File: config.mk
export PLATFORM = sky130hd
export DESIGN_NAME = seg_digit
export DESIGN_NICKNAME = d
export VERILOG_FILES = /design/src/hdl/seg_digit.sv
export SDC_FILE = /design/constraint.sdc
export NUM_CORES = 1
export LEC_CHECK = 0
export BUFFER_PORTS_ARGS = -buffer_cell sky130_fd_sc_hd__buf_2
export CAP_MARGIN = 40
export CORE_AREA = 5 5 42 44
export CTS_CLUSTER_SIZE = 20
export DETAILED_ROUTE_END_ITERATION = 7
export DIE_AREA = 0 0 47 49
export PLACE_DENSITY = 0.74
export REMOVE_ABC_BUFFERS = 1
export SETUP_SLACK_MARGIN = 0.5
export SLEW_MARGIN = 20
export SYNTH_ARGS = -nofsm -noshare
export SYNTH_HDL_FRONTEND = slang
export SYNTH_SLANG_ARGS = --single-unit
export TNS_END_PERCENT = 30
File: constraint.sdc
create_clock -name clk -period 0.8 [get_ports clk]
set_input_delay 0.2 -clock clk [delete_from_list [all_inputs] [get_ports clk]]
set_output_delay 0.2 -clock clk [all_outputs]
set_load 0.02 [all_outputs]
File: src/hdl/seg_digit.sv
`default_nettype none

module seg_digit (
    input  wire logic       clk,
    input  wire logic       rst_n,
    input  wire logic [3:0] nibble,
    input  wire logic       en,
    output logic [7:0]      seg_raw,
    output logic            is_zero
);

    logic [7:0] hex_pat;

    // active low, bit 0 is segment a, dp kept off
    always_comb begin
        case (nibble)
            4'h0: hex_pat = 8'hC0;
            4'h1: hex_pat = 8'hF9;
            4'h2: hex_pat = 8'hA4;
            4'h3: hex_pat = 8'hB0;
            4'h4: hex_pat = 8'h99;
            4'h5: hex_pat = 8'h92;
            4'h6: hex_pat = 8'h82;
            4'h7: hex_pat = 8'hF8;
            4'h8: hex_pat = 8'h80;
            4'h9: hex_pat = 8'h90;
            4'hA: hex_pat = 8'h88;
            4'hB: hex_pat = 8'h83;
            4'hC: hex_pat = 8'hC6;
            4'hD: hex_pat = 8'hA1;
            4'hE: hex_pat = 8'h86;
            default: hex_pat = 8'h8E;
        endcase
    end

    always_ff @(posedge clk or negedge rst_n) begin
        if (!rst_n) begin
            seg_raw <= 8'hFF;
            is_zero <= 1'b0;
        end else begin
            seg_raw <= en ? hex_pat : 8'hFF; // dark when disabled
            is_zero <= en && (nibble == 4'h0);
        end
    end

endmodule

`default_nettype wire

# After elaboration in Yosys (flattened, before gate mapping)
# Memory sizes are Yosys's and may differ from the RTL's.
# Cells that the tools add are included.
word_totals:
  regBits: 9
  romBits: 112
  inputBits: 7
  out_inout_bits: 9
  word_cells: 6
  mem_count: 1
classes:
  n_mux: 1
  n_reduce_logical: 2
mem_list:
  columns: ["name", "depth", "word_bits", "read_ports", "rd_clocked_by_memory_dff", "wr", "line_no", "text"]
  rows:
  - ["(no name shown)", 16, 7, 1, 0, 0, "16", "case (nibble)"]
ops:
  columns: ["cell", "n"]
  rows:
  - ["8-bit two-way mux", 1]
  - ["4-bit logical NOT", 1]
  - ["1-bit logical AND", 1]

# Logic depth before layout (Yosys ltp)
# Gate-level depths: netlist of the first run.
depth:
  ltp_word: 2
  mapped_depth: 5
  ltp_nobuf: 5

# Least setup slack after synthesis of the first run
# No wires, ideal clock.
synth_timing:
  path_kind: "in2reg"
  start: "in nibble[0]"
  end: "reg seg_raw[1]"
  setup_ns: 0.088
  t_arrival_ns: 0.872
  required_time_ns: 0.712
  setup_slack_ns: -0.159
  stages: 5
  path_buffers: 0
  path_cell_list: "inv_1 > ha_1 > nand2b_1 > a21boi_0 > o211ai_1"
synth_between:
  elab_chain_len: 2
synth_lines:
  columns: ["element", "line_no", "text"]
  rows:
  - ["from (decl)", "6", "input wire logic [3:0] nibble,"]
  - ["memory read 16 x 7 bit", null, null]
  - ["8-bit two-way mux", "41", "seg_raw <= en ? hex_pat : 8'hFF;"]
  - ["to (signal assigned)", "41", null]
  - ["to (decl)", "8", "output logic [7:0] seg_raw,"]
# Every way passes these cells.

# Worst setup path in the final report of the first run
layout_timing:
  start: "reg seg_raw[1]"
  end: "out seg_raw[1]"
# No word-level cell between the ends.

==> metrics.json, run 1 <==
{
  "run_status": {
    "status": "complete, but fails checks",
    "failed_checks": "hold timing, setup timing"
  },
  "clock_tree": {
    "cts_htree_levels": 1,
    "clkSinkCount": 8,
    "cts-buffers-inserted": 3,
    "worst_setup_hold_path_clk_slew_ps": 60,
    "number_of_buffers_on_the_longest_clock_path": 2,
    "cts_post_setup_buffers_inserted": 0,
    "cts.root.buffer_cell": "sky130_fd_sc_hd__clkbuf_4",
    "cts_tree": "yes"
  },
  "critical_path": {
    "worst_setup_path_end_kind": "output port",
    "critical_path.max_stage_delay_ps": 530,
    "critPathLaunch": "seg_raw[1]",
    "crit_slowest_cell": "sky130_fd_sc_hd__dfstp_2",
    "crit_buf_inv": 1,
    "timing_worst_setup_path_type": "reg -> out",
    "worst-path-max-fanout": 1,
    "critical_path.startpoint_type": "flip-flop",
    "critPathArrivalTime_ps": 880,
    "cp_cell_sequence": "buf_6",
    "cpLargestDelayFamily": "flip-flops",
    "worst_ep_required_time_ps": 600
  },
  "worst_hold_path": {
    "timing.hold.worst.class": "in -> async"
  },
  "drt": {
    "postRouteAntennaNets": 0,
    "detailedRoute.firstPassIterationCount": 4,
    "postRouteWirelength_um": 1080,
    "vias": 436,
    "routed_length_per_instance_um": 12.1,
    "via_per_inst": 4.90,
    "detail_route.iter0.violations": 8,
    "detail_route.drc_violations": 0
  },
  "sta": {
    "finalSetupViolations": 12,
    "finalHoldViolCount": 8,
    "fmax_mhz": 923,
    "fin_tns_setup_ps": -2120,
    "whs_ps": -227,
    "timing.final.max_slew_violations": 0,
    "layout_setup_ws_ps": -283,
    "final_period_minus_worst_setup_slack_ps": 1080,
    "min_period_over_period": 1.35,
    "rsz0062_at_grt": "yes"
  },
  "finish": {
    "layout.nets": 88,
    "stdcell_area_um2": 752,
    "final_core_utilization": 0.537,
    "synthToLayoutAreaGrowth_pct": 48.8,
    "n_fill_cell": 128,
    "final_layout_size_suffix_gt1_frac": 0.589,
    "antenna-diode-count": 0
  },
  "synth": {
    "post_synth_num_cell_types": 22,
    "yosys.area.top_type": "sky130_fd_sc_hd__dfstp_2",
    "synth.yosys.seq_area_share": 0.413,
    "netlist_instances": 46,
    "post-synth-top-area-fraction": 0.364,
    "post_synth_edffs": 0,
    "yosys_register_bits": 8,
    "post_synth_instance_area_um2": 505,
    "postSynth.asyncResetShare": 1.00,
    "synthTopCellsByArea": "sky130_fd_sc_hd__dfstp_2 (36%), sky130_fd_sc_hd__ha_1 (17%), sky130_fd_sc_hd__o211ai_1 (7.4%), sky130_fd_sc_hd__mux2i_1 (5.9%), sky130_fd_sc_hd__dfrtp_1 (5.0%)",
    "ys.flop_type": "sky130_fd_sc_hd__dfstp_2",
    "avgSynthCellArea_um2": 11.0,
    "synth_top_cells_by_count": "sky130_fd_sc_hd__dfstp_2 (7), sky130_fd_sc_hd__ha_1 (7), sky130_fd_sc_hd__o211ai_1 (5), sky130_fd_sc_hd__mux2i_1 (3), sky130_fd_sc_hd__nand3_1 (3)",
    "synthesis.yosys.warnings": 0
  },
  "floorplanning": {
    "ioPinCount": 16,
    "die_width_um": 47,
    "die_area_um2": 2300,
    "placement_rows": 14,
    "die_h_um": 49,
    "coreArea_um2": 1400,
    "floorplan.initialDensity": 0.361
  },
  "grt": {
    "globalRoute.totalOverflow": 0,
    "grt_pass1_vias": 447,
    "largest_net_degree_at_the_start_of_global_routing": 9,
    "grtUsageTotal": 0.109,
    "grt_pass1_wl_um": 1820,
    "grt_antenna_before_repair": 0
  },
  "power_and_ir_drop": {
    "cellPowerDensity_nw_per_um2": 1440,
    "leakage_nw": 0.363,
    "vdd_ir_drop_max_uv": 439,
    "p_total_w": 0.00109
  },
  "placement": {
    "numPortBuffers": 14,
    "hpwl_um": 929,
    "dpl_cell_area_um2": 659,
    "post-place-ws_ps": -361,
    "final_weighted_congestion_of_routability_driven_global_placement": 0.846
  },
  "job": {
    "drv_cap": 0
  }
}
through the flow:
stage / hold slack [ps] / cells
finish: -227 / 89
global route: -221 / 89
CTS: -226 / 89
detailed placement: 43.8 / 85
global placement: 38.1 / 85
floorplan: -95.6 / 44
report_power, final:
group          total (W)  switching, W  internal [W]
sequential      0.000468     0.0000128      0.000455
combinational   0.000304      0.000153      0.000152
clock           0.000313      0.000123      0.000190
layer usage:
layer  track usage  up-vias  part of all wire
li1              -      214                 -
met1         0.119      202              0.38
met2         0.183       18              0.53
met3       0.00369        2             0.070
met4        0.0829        0             0.019
met5             0        -                 0
path summary, 6_finish.rpt:
path	to	slack (ps)	cells past startpoint
worst min-delay path	is_zero	-230	1
worst max-delay path	seg_raw[1]	-280	1
max in group asynchronous	seg_raw[6]	790	1
min in group clk	seg_raw[4]	220	2
sequential cells by signal (all words and copies together), names as in the netlist:
signal and cells:
seg_raw 7, is_zero 1
repair_timing:
| item | 4_1_cts | 5_1_grt |
|---|---|---|
| gates resized for setup | 23 | 0 |
| setup endpoints to repair | 16 | 16 |
| pin swaps | 3 | 0 |
| gates cloned | 0 | 0 |
| hold endpoints to repair | 8 | 1 |
logic make-up after synthesis:
logic type                 count (synthesis)  synth area share
AOI/OAI and AO/OA                         11             0.158
adders and majority gates                  7             0.173
other                                      1           0.00742
DFF                                        8             0.413
and+or+nand+nor                           10             0.106
buffers and inverters                      5            0.0594
muxes                                      4            0.0817
area by class of cell:
class	count	area, µm²	share of cell area
Clock buffer	4	26.3	0.0349
Tap cell	16	20.0	0.0266
Multi-Input combinational cell	33	284	0.378
Timing Repair Buffer	25	201	0.268
Inverter	3	11.3	0.0150
Sequential cell	8	209	0.278
cells in the final DEF (no fill, tap or decap), types with 2 or more instances in the layout:
cell type                  Yosys  routed
sky130_fd_sc_hd__a21boi_1      1       2
sky130_fd_sc_hd__buf_2         0       5
sky130_fd_sc_hd__buf_4         1      13
sky130_fd_sc_hd__buf_6         1       7
sky130_fd_sc_hd__clkbuf_4      0       3
sky130_fd_sc_hd__dfstp_2       7       7
sky130_fd_sc_hd__ha_1          7       5
sky130_fd_sc_hd__ha_2          0       2
sky130_fd_sc_hd__inv_2         1       2
sky130_fd_sc_hd__mux2i_1       3       3
sky130_fd_sc_hd__nand3_1       3       3
sky130_fd_sc_hd__o211ai_1      5       5
sky130_fd_sc_hd__o21ai_1       2       2
sky130_fd_sc_hd__or2b_1        2       2
(Power assumes the default switching activity.)
==> run 2, diff against run 1 <==
- BUFFER_PORTS_ARGS: -buffer_cell sky130_fd_sc_hd__buf_2 -> -buffer_cell sky130_fd_sc_hd__buf_4
==> run 2 against run 1 <==
The run still ends with hold timing, setup timing left. First-iteration DRC count grew 38%. Sequential share of layout area decreased by 0.72 points. Combinational power is 3% higher. Highest routed layer unchanged. Critical path type unchanged. Count of clock-buffer cells in the layout stayed put.
==> metrics.json, run 2 (same netlist as run 1, synthesis figures left out) <==
{
  "placement": {
    "numPortBuffers": {"value": 14, "change": "unchanged"},
    "final_weighted_congestion_of_routability_driven_global_placement": {"value": 0.796, "change": "was 0.846"},
    "dpl_cell_area": {"value": 702, "unit": "µm²", "change": "was 659 µm²"},
    "hpwl": {"value": 897, "unit": "µm", "change": "was 929 µm"},
    "dpl.cell_count": {"value": 86, "change": "was 85"}
  },
  "critical_path": {
    "worst-path-max-fanout": {"value": 1, "change": "unchanged"},
    "crit_buf_inv": {"value": 1, "change": "unchanged"},
    "worst_ep_required_time": {"value": 600, "unit": "ps", "change": "about the same"},
    "cpLargestDelayFamily": {"value": "flip-flops", "change": "unchanged"},
    "cp_cell_sequence": {"value": "buf_6", "change": "unchanged"},
    "critPathArrivalTime": {"value": 890, "unit": "ps", "change": "was 880 ps"},
    "timing_worst_setup_path_type": {"value": "reg -> out", "change": "unchanged"},
    "crit_slowest_cell": {"value": "sky130_fd_sc_hd__dfstp_2", "change": "unchanged"},
    "critical_path.max_stage_delay": {"value": 530, "unit": "ps", "change": "about the same"},
    "worst_setup_path_end_kind": {"value": "output port", "change": "unchanged"},
    "critical_path.startpoint_type": {"value": "flip-flop", "change": "unchanged"}
  },
  "floorplanning": {
    "coreArea": {"value": 1400, "unit": "µm²", "change": "unchanged"},
    "floorplan.initialDensity": {"value": 0.361, "change": "unchanged"},
    "ioPinCount": {"value": 16, "change": "unchanged"},
    "die_h": {"value": 49, "unit": "µm", "change": "unchanged"},
    "die_width": {"value": 47, "unit": "µm", "change": "unchanged"},
    "placement_rows": {"value": 14, "change": "unchanged"},
    "die_area": {"value": 2300, "unit": "µm²", "change": "unchanged"}
  },
  "run_status": {
    "status": {"value": "complete, but fails checks", "change": "unchanged"},
    "failed_checks": {"value": "hold timing, setup timing", "change": "unchanged"}
  },
  "sta": {
    "rsz0062_at_grt": {"value": "yes", "change": "unchanged"},
    "whs": {"value": -254, "unit": "ps", "change": "was -227 ps"},
    "finalSetupViolations": {"value": 11, "change": "was 12"},
    "final_period_minus_worst_setup_slack": {"value": 1090, "unit": "ps", "change": "was 1080 ps"},
    "fin_tns_setup": {"value": -2210, "unit": "ps", "change": "was -2120 ps"},
    "fmax": {"value": 916, "unit": "MHz", "change": "was 923 MHz"},
    "layout_setup_ws": {"value": -292, "unit": "ps", "change": "was -283 ps"},
    "min_period_over_period": {"value": 1.36, "change": "was 1.35"},
    "finalHoldViolCount": {"value": 8, "change": "unchanged"},
    "timing.final.max_slew_violations": {"value": 0, "change": "unchanged"}
  },
  "drt": {
    "detail_route.drc_violations": {"value": 0, "change": "unchanged"},
    "routed_length_per_instance": {"value": 12.3, "unit": "µm", "change": "was 12.1 µm"},
    "detailedRoute.firstPassIterationCount": {"value": 4, "change": "unchanged"},
    "postRouteWirelength": {"value": 1110, "unit": "µm", "change": "was 1080 µm"},
    "vias": {"value": 446, "change": "was 436"},
    "detail_route.iter0.violations": {"value": 11, "change": "was 8"},
    "postRouteAntennaNets": {"value": 0, "change": "unchanged"},
    "via_per_inst": {"value": 4.96, "change": "was 4.90"}
  },
  "clock_tree": {
    "cts_tree": {"value": "yes", "change": "unchanged"},
    "clkSinkCount": {"value": 8, "change": "unchanged"},
    "worst_setup_hold_path_clk_slew": {"value": 60, "unit": "ps", "change": "about the same"},
    "number_of_buffers_on_the_longest_clock_path": {"value": 2, "change": "unchanged"},
    "cts_htree_levels": {"value": 1, "change": "unchanged"},
    "cts_post_setup_buffers_inserted": {"value": 0, "change": "unchanged"},
    "cts-buffers-inserted": {"value": 3, "change": "unchanged"},
    "cts.root.buffer_cell": {"value": "sky130_fd_sc_hd__clkbuf_4", "change": "unchanged"}
  },
  "finish": {
    "largest_register_ffs": {"value": 7, "change": "unchanged"},
    "register_bank_with_the_most_flops": {"value": "seg_raw", "change": "unchanged"},
    "stdcell_area": {"value": 772, "unit": "µm²", "change": "was 752 µm²"},
    "antenna-diode-count": {"value": 0, "change": "unchanged"},
    "final_layout_size_suffix_gt1_frac": {"value": 0.595, "change": "was 0.589"},
    "most_common_cell_after_layout_fill_and_taps_aside": {"value": "sky130_fd_sc_hd__buf_4", "change": "unchanged"},
    "most-common-layout-cells": {"value": "sky130_fd_sc_hd__buf_4 (18), sky130_fd_sc_hd__buf_6 (8), sky130_fd_sc_hd__dfstp_2 (7)", "change": "was sky130_fd_sc_hd__buf_4 (13), sky130_fd_sc_hd__buf_6 (7), sky130_fd_sc_hd__dfstp_2 (7)"},
    "layout.nets": {"value": 89, "change": "was 88"},
    "synthToLayoutAreaGrowth": {"value": 52.7, "unit": "%", "change": "was 48.8%"},
    "largestRegisters": {"value": "seg_raw (7), is_zero (1)", "change": "unchanged"},
    "finish.cell_count_without_fillers": {"value": 90, "change": "was 89"}
  },
  "power_and_ir_drop": {
    "vdd_ir_drop_max": {"value": 453, "unit": "µV", "change": "was 439 µV"},
    "leakage": {"value": 0.370, "unit": "nW", "change": "was 0.363 nW"},
    "cellPowerDensity": {"value": 1430, "unit": "nW/µm²", "change": "was 1440 nW/µm²"}
  },
  "grt": {
    "grtUsageTotal": {"value": 0.114, "change": "was 0.109"},
    "globalRoute.totalOverflow": {"value": 0, "change": "unchanged"},
    "largest_net_degree_at_the_start_of_global_routing": {"value": 11, "change": "was 9"},
    "grt_antenna_before_repair": {"value": 0, "change": "unchanged"},
    "grt_pass1_vias": {"value": 472, "change": "was 447"},
    "grt_pass1_wl": {"value": 1900, "unit": "µm", "change": "was 1820 µm"}
  },
  "worst_hold_path": {
    "timing.hold.worst.class": {"value": "in -> async", "change": "unchanged"}
  },
  "job": {
    "drv_cap": {"value": 0, "change": "unchanged"}
  }
}
## run 2: cell count changes in the layout (fill, tap and decap cells not counted)
cell / before / now
sky130_fd_sc_hd__buf_6: 7 / 8
sky130_fd_sc_hd__ha_2: 2 / 3
sky130_fd_sc_hd__buf_2: 5 / 0
sky130_fd_sc_hd__a21boi_2: 0 / 1
sky130_fd_sc_hd__o311ai_2: 1 / 0
sky130_fd_sc_hd__nand2_2: 1 / 0
sky130_fd_sc_hd__a21boi_1: 2 / 1
sky130_fd_sc_hd__o311ai_1: 0 / 1
sky130_fd_sc_hd__nand2_1: 1 / 2
sky130_fd_sc_hd__buf_4: 13 / 18
sky130_fd_sc_hd__ha_1: 5 / 4
## run 2: power breakdown
part	switching, W	internal, W	total [W]
Combinational	0.000152	0.000162	0.000313
Clock	0.000133	0.000190	0.000323
Sequential	0.0000131	0.000455	0.000468
## run 2: final timing paths
path,slack (ps),end,from,depth (start not counted)
setup / recovery,-290,seg_raw[4],seg_raw[4],1
hold / removal,-250,is_zero,rst_n,1
max in group asynchronous,840,seg_raw[1],rst_n,1
min in group clk,180,seg_raw[2],en,2
## run 2: metal layers
layer	track usage	vias up	wire (µm)
met1	0.124	213	418
li1	-	215	-
met3	0.0148	2	59
met5	0	-	0
met2	0.197	16	614
met4	0.0691	0	14
## run 2: what timing repair did
action,4_1_cts,5_1_grt
pin swaps,1,2
endpoints found under the hold margin,8,8
cloned,0,0
resized for setup,14,1
endpoints found under the setup margin,16,16
## run 2: layout make-up
cell class	instances	area [µm²]
Multi-Input combinational cell	33	280
Sequential cell	8	209
Clock buffer	4	26.3
Timing Repair Buffer	26	225
Fill cell	132	629
Tap cell	16	20.0
Inverter	3	11.3
## run 2: per-stage QoR
stage          hold slack [ps]  utilization  power (W)  worst slack (ps)
6_report                  -254        0.551    0.00110              -292
5_1_grt                   -262        0.551    0.00118              -325
4_1_cts                   -256        0.551    0.00112              -303
3_5_place_dp              19.7        0.501   0.000757              -375
3_3_place_gp              16.0        0.501   0.000748              -290
2_1_floorplan            -95.6            -   0.000595              -159
==> run 3, diff against run 2 <==
--- a/config.mk
+++ b/config.mk
@@ -14,5 +14,5 @@
 export PLACE_DENSITY = 0.74
 export REMOVE_ABC_BUFFERS = 1
-export SETUP_SLACK_MARGIN = 0.5
+export SETUP_SLACK_MARGIN = 0.02
 export SLEW_MARGIN = 20
 export SYNTH_ARGS = -nofsm -noshare
==> constraint.sdc (replaced) <==
create_clock -name clk -period 0.8 [get_ports clk]
set_input_delay 0.2 -clock clk [delete_from_list [all_inputs] [get_ports clk]]
set_output_delay 0.2 -clock clk [all_outputs]
set_load 0.005 [all_outputs]
==> run 3 against run 2 <==
The run ends with setup timing left. Cell count up 1.1%. Final area up 0.97%. Worst hold slack better by 440 ps. Global-route usage down 0.35 points. Maximum frequency up 2.5%. Combinational power down 12%. Non-clock buffer count up 1. Sequential share of layout area down 0.26 points. Clock power down 2%. Critical path depth unchanged. Utilization up 0.54 points. Wire length down 0.54%. Largest cell class unchanged.
==> metrics.json, run 3 (same netlist as run 1, synthesis figures left out) <==
{
  "critical_path": {
    "critPathArrivalTime": {"value": 860, "unit": "ps", "change": "was 890 ps"},
    "critical_path.startpoint_type": {"value": "flip-flop", "change": "unchanged"},
    "critical_path.max_stage_delay": {"value": 530, "unit": "ps", "change": "about the same"},
    "crit_buf_inv": {"value": 1, "change": "unchanged"},
    "timing.critical_path.to": {"value": "seg_raw[4]", "change": "unchanged"},
    "timing_worst_setup_path_type": {"value": "reg -> out", "change": "unchanged"},
    "crit_slowest_cell": {"value": "sky130_fd_sc_hd__dfstp_2", "change": "unchanged"},
    "cp_num_cells": {"value": 1, "change": "unchanged"},
    "cpLargestDelayFamily": {"value": "flip-flops", "change": "unchanged"},
    "cp_cell_sequence": {"value": "buf_6", "change": "unchanged"},
    "worst-path-max-fanout": {"value": 1, "change": "unchanged"},
    "worst_setup_path_end_kind": {"value": "output port", "change": "unchanged"},
    "worst_ep_required_time": {"value": 600, "unit": "ps", "change": "about the same"},
    "critPathLaunch": {"value": "seg_raw[4]", "change": "unchanged"}
  },
  "drt": {
    "detailedRoute.firstPassIterationCount": {"value": 2, "change": "was 4"},
    "vias": {"value": 448, "change": "was 446"},
    "routed_length_per_instance": {"value": 12.1, "unit": "µm", "change": "was 12.3 µm"},
    "met3WireLength": {"value": 53, "unit": "µm", "change": "was 59 µm"},
    "postRouteWirelength": {"value": 1100, "unit": "µm", "change": "was 1110 µm"},
    "detail_route.iter0.violations": {"value": 6, "change": "was 11"},
    "dr_wl_met2": {"value": 612, "unit": "µm", "change": "was 614 µm"},
    "top_layer": {"value": "met3", "change": "was met4"},
    "wl_met1": {"value": 434, "unit": "µm", "change": "was 418 µm"},
    "detail_route.drc_violations": {"value": 0, "change": "unchanged"},
    "via_per_inst": {"value": 4.92, "change": "was 4.96"},
    "postRouteAntennaNets": {"value": 0, "change": "unchanged"}
  },
  "clock_tree": {
    "cts.root.buffer_cell": {"value": "sky130_fd_sc_hd__clkbuf_4", "change": "unchanged"},
    "worst_setup_hold_path_clk_slew": {"value": 60, "unit": "ps", "change": "about the same"},
    "cts_tree": {"value": "yes", "change": "unchanged"},
    "cts_post_setup_buffers_inserted": {"value": 0, "change": "unchanged"},
    "cts_htree_levels": {"value": 1, "change": "unchanged"},
    "clkSinkCount": {"value": 8, "change": "unchanged"},
    "cts-buffers-inserted": {"value": 3, "change": "unchanged"},
    "number_of_buffers_on_the_longest_clock_path": {"value": 2, "change": "unchanged"}
  },
  "finish": {
    "stdcell_area": {"value": 779, "unit": "µm²", "change": "was 772 µm²"},
    "most_common_cell_after_layout_fill_and_taps_aside": {"value": "sky130_fd_sc_hd__buf_4", "change": "unchanged"},
    "register_bank_with_the_most_flops": {"value": "seg_raw", "change": "unchanged"},
    "final_layout_size_suffix_gt1_frac": {"value": 0.560, "change": "was 0.595"},
    "antenna-diode-count": {"value": 0, "change": "unchanged"},
    "final_core_utilization": {"value": 0.556, "change": "was 0.551"},
    "largest_register_ffs": {"value": 7, "change": "unchanged"},
    "largestRegisters": {"value": "seg_raw (7), is_zero (1)", "change": "unchanged"},
    "n_fill_cell": {"value": 130, "change": "was 132"},
    "most-common-layout-cells": {"value": "sky130_fd_sc_hd__buf_4 (18), sky130_fd_sc_hd__buf_6 (8), sky130_fd_sc_hd__dfstp_2 (7)", "change": "unchanged"},
    "layout.nets": {"value": 90, "change": "was 89"},
    "finish.cell_count_without_fillers": {"value": 91, "change": "was 90"},
    "synthToLayoutAreaGrowth": {"value": 54.2, "unit": "%", "change": "was 52.7%"}
  },
  "sta": {
    "finalHoldViolCount": {"value": 0, "change": "was 8"},
    "final_period_minus_worst_setup_slack": {"value": 1060, "unit": "ps", "change": "was 1090 ps"},
    "rsz0062_at_grt": {"value": "yes", "change": "unchanged"},
    "whs": {"value": 182, "unit": "ps", "change": "was -254 ps"},
    "finalSetupViolations": {"value": 12, "change": "was 11"},
    "timing.final.max_slew_violations": {"value": 0, "change": "unchanged"},
    "min_period_over_period": {"value": 1.33, "change": "was 1.36"},
    "layout_setup_ws": {"value": -265, "unit": "ps", "change": "was -292 ps"},
    "fmax": {"value": 939, "unit": "MHz", "change": "was 916 MHz"}
  },
  "placement": {
    "final_weighted_congestion_of_routability_driven_global_placement": {"value": 0.796, "change": "unchanged"},
    "dpl.cell_count": {"value": 86, "change": "unchanged"},
    "numPortBuffers": {"value": 14, "change": "unchanged"},
    "hpwl": {"value": 897, "unit": "µm", "change": "unchanged"},
    "dpl_cell_area": {"value": 702, "unit": "µm²", "change": "unchanged"}
  },
  "worst_hold_path": {
    "hold_wc_startpoint": "en",
    "timing.hold.worst.class": {"value": "in -> reg", "change": "was in -> async"}
  },
  "grt": {
    "globalRoute.totalOverflow": {"value": 0, "change": "unchanged"},
    "grt_pass1_wl": {"value": 1840, "unit": "µm", "change": "was 1900 µm"},
    "grt_antenna_before_repair": {"value": 0, "change": "unchanged"},
    "largest_net_degree_at_the_start_of_global_routing": {"value": 11, "change": "unchanged"},
    "grtUsageTotal": {"value": 0.111, "change": "was 0.114"},
    "grt_pass1_vias": {"value": 463, "change": "was 472"}
  },
  "power_and_ir_drop": {
    "share_comb_of_total_power": {"value": 0.259, "change": "was 0.284"},
    "seqPwrFrac": {"value": 0.441, "change": "was 0.424"},
    "leakage": {"value": 0.375, "unit": "nW", "change": "was 0.370 nW"},
    "power.net_switching": {"value": 0.000255, "unit": "W", "change": "was 0.000298 W"},
    "p_total": {"value": 0.00106, "unit": "W", "change": "was 0.00110 W"},
    "switching_part_of_the_total": {"value": 0.240, "change": "was 0.270"},
    "vdd_ir_drop_max": {"value": 447, "unit": "µV", "change": "was 453 µV"},
    "cellPowerDensity": {"value": 1360, "unit": "nW/µm²", "change": "was 1430 nW/µm²"},
    "power_frac_clock": {"value": 0.299, "change": "was 0.293"},
    "power.internal": {"value": 0.000806, "unit": "W", "change": "was 0.000807 W"}
  },
  "floorplanning": {
    "coreArea": {"value": 1400, "unit": "µm²", "change": "unchanged"},
    "die_h": {"value": 49, "unit": "µm", "change": "unchanged"},
    "die_width": {"value": 47, "unit": "µm", "change": "unchanged"},
    "ioPinCount": {"value": 16, "change": "unchanged"},
    "placement_rows": {"value": 14, "change": "unchanged"},
    "floorplan.initialDensity": {"value": 0.361, "change": "unchanged"},
    "die_area": {"value": 2300, "unit": "µm²", "change": "unchanged"}
  },
  "run_status": {
    "failed_checks": {"value": "setup timing", "change": "was hold timing, setup timing"},
    "status": {"value": "complete, but fails checks", "change": "unchanged"}
  },
  "job": {
    "drv_cap": {"value": 0, "change": "unchanged"}
  }
}
[run 3: cell count changes in the layout (fill, tap and decap cells not counted)]
cell,previous run,this run
sky130_fd_sc_hd__inv_1,1,2
sky130_fd_sc_hd__nor2_2,1,0
sky130_fd_sc_hd__inv_2,2,1
sky130_fd_sc_hd__nor2_1,0,1
sky130_fd_sc_hd__dlygate4sd3_1,0,1
[run 3: power by group through the flow]
| stage | clock (W) | sequential (W) | combinational [W] |
|---|---|---|---|
| final | 0.000318 | 0.000468 | 0.000275 |
| after global routing | 0.000365 | 0.000470 | 0.000303 |
| after CTS | 0.000334 | 0.000469 | 0.000275 |
| after detailed placement | 0 | 0.000469 | 0.000250 |
| after global placement | 0 | 0.000466 | 0.000243 |
| after floorplan | 0 | 0.000472 | 0.0000840 |
[run 3: per-stage QoR]
stage	setup TNS [ps]	setup WS (ps)
2_1_floorplan	-648	-159
3_3_place_gp	-1760	-290
3_5_place_dp	-1940	-375
4_1_cts	-2080	-279
5_1_grt	-2510	-302
6_report	-2040	-265
[run 3: how the worst min path moves through the flow]
stage / endpoint / slack (ps) / depth (start not counted)
after floorplan: is_zero / -100 / 0
after detailed placement: is_zero / 20 / 1
after global routing: seg_raw[0] / 180 / 2
after CTS: seg_raw[2] / 170 / 2
final: seg_raw[2] / 180 / 2
after global placement: is_zero / 20 / 1
[run 3: timing repair]
action	in CTS	in global routing
pin swaps	1	1
hold buffers	1	0
setup endpoints to repair	13	13
endpoints found under the hold margin	8	0
resized for setup	13	0
[run 3: final cells by class]
class | instances | area (µm²) | area share
tap | 16 | 20.0 | 0.0257
multi-input combinational | 33 | 278 | 0.356
clock buffer | 4 | 26.3 | 0.0337
sequential | 8 | 209 | 0.268
inverter | 3 | 11.3 | 0.0144
timing repair buffer | 27 | 235 | 0.302
[run 3: per-layer routing]
layer	vias up	global-route usage
li1	218	-
met3	0	0.0111
met5	-	0
met2	14	0.192
met1	216	0.119
met4	0	0.0691
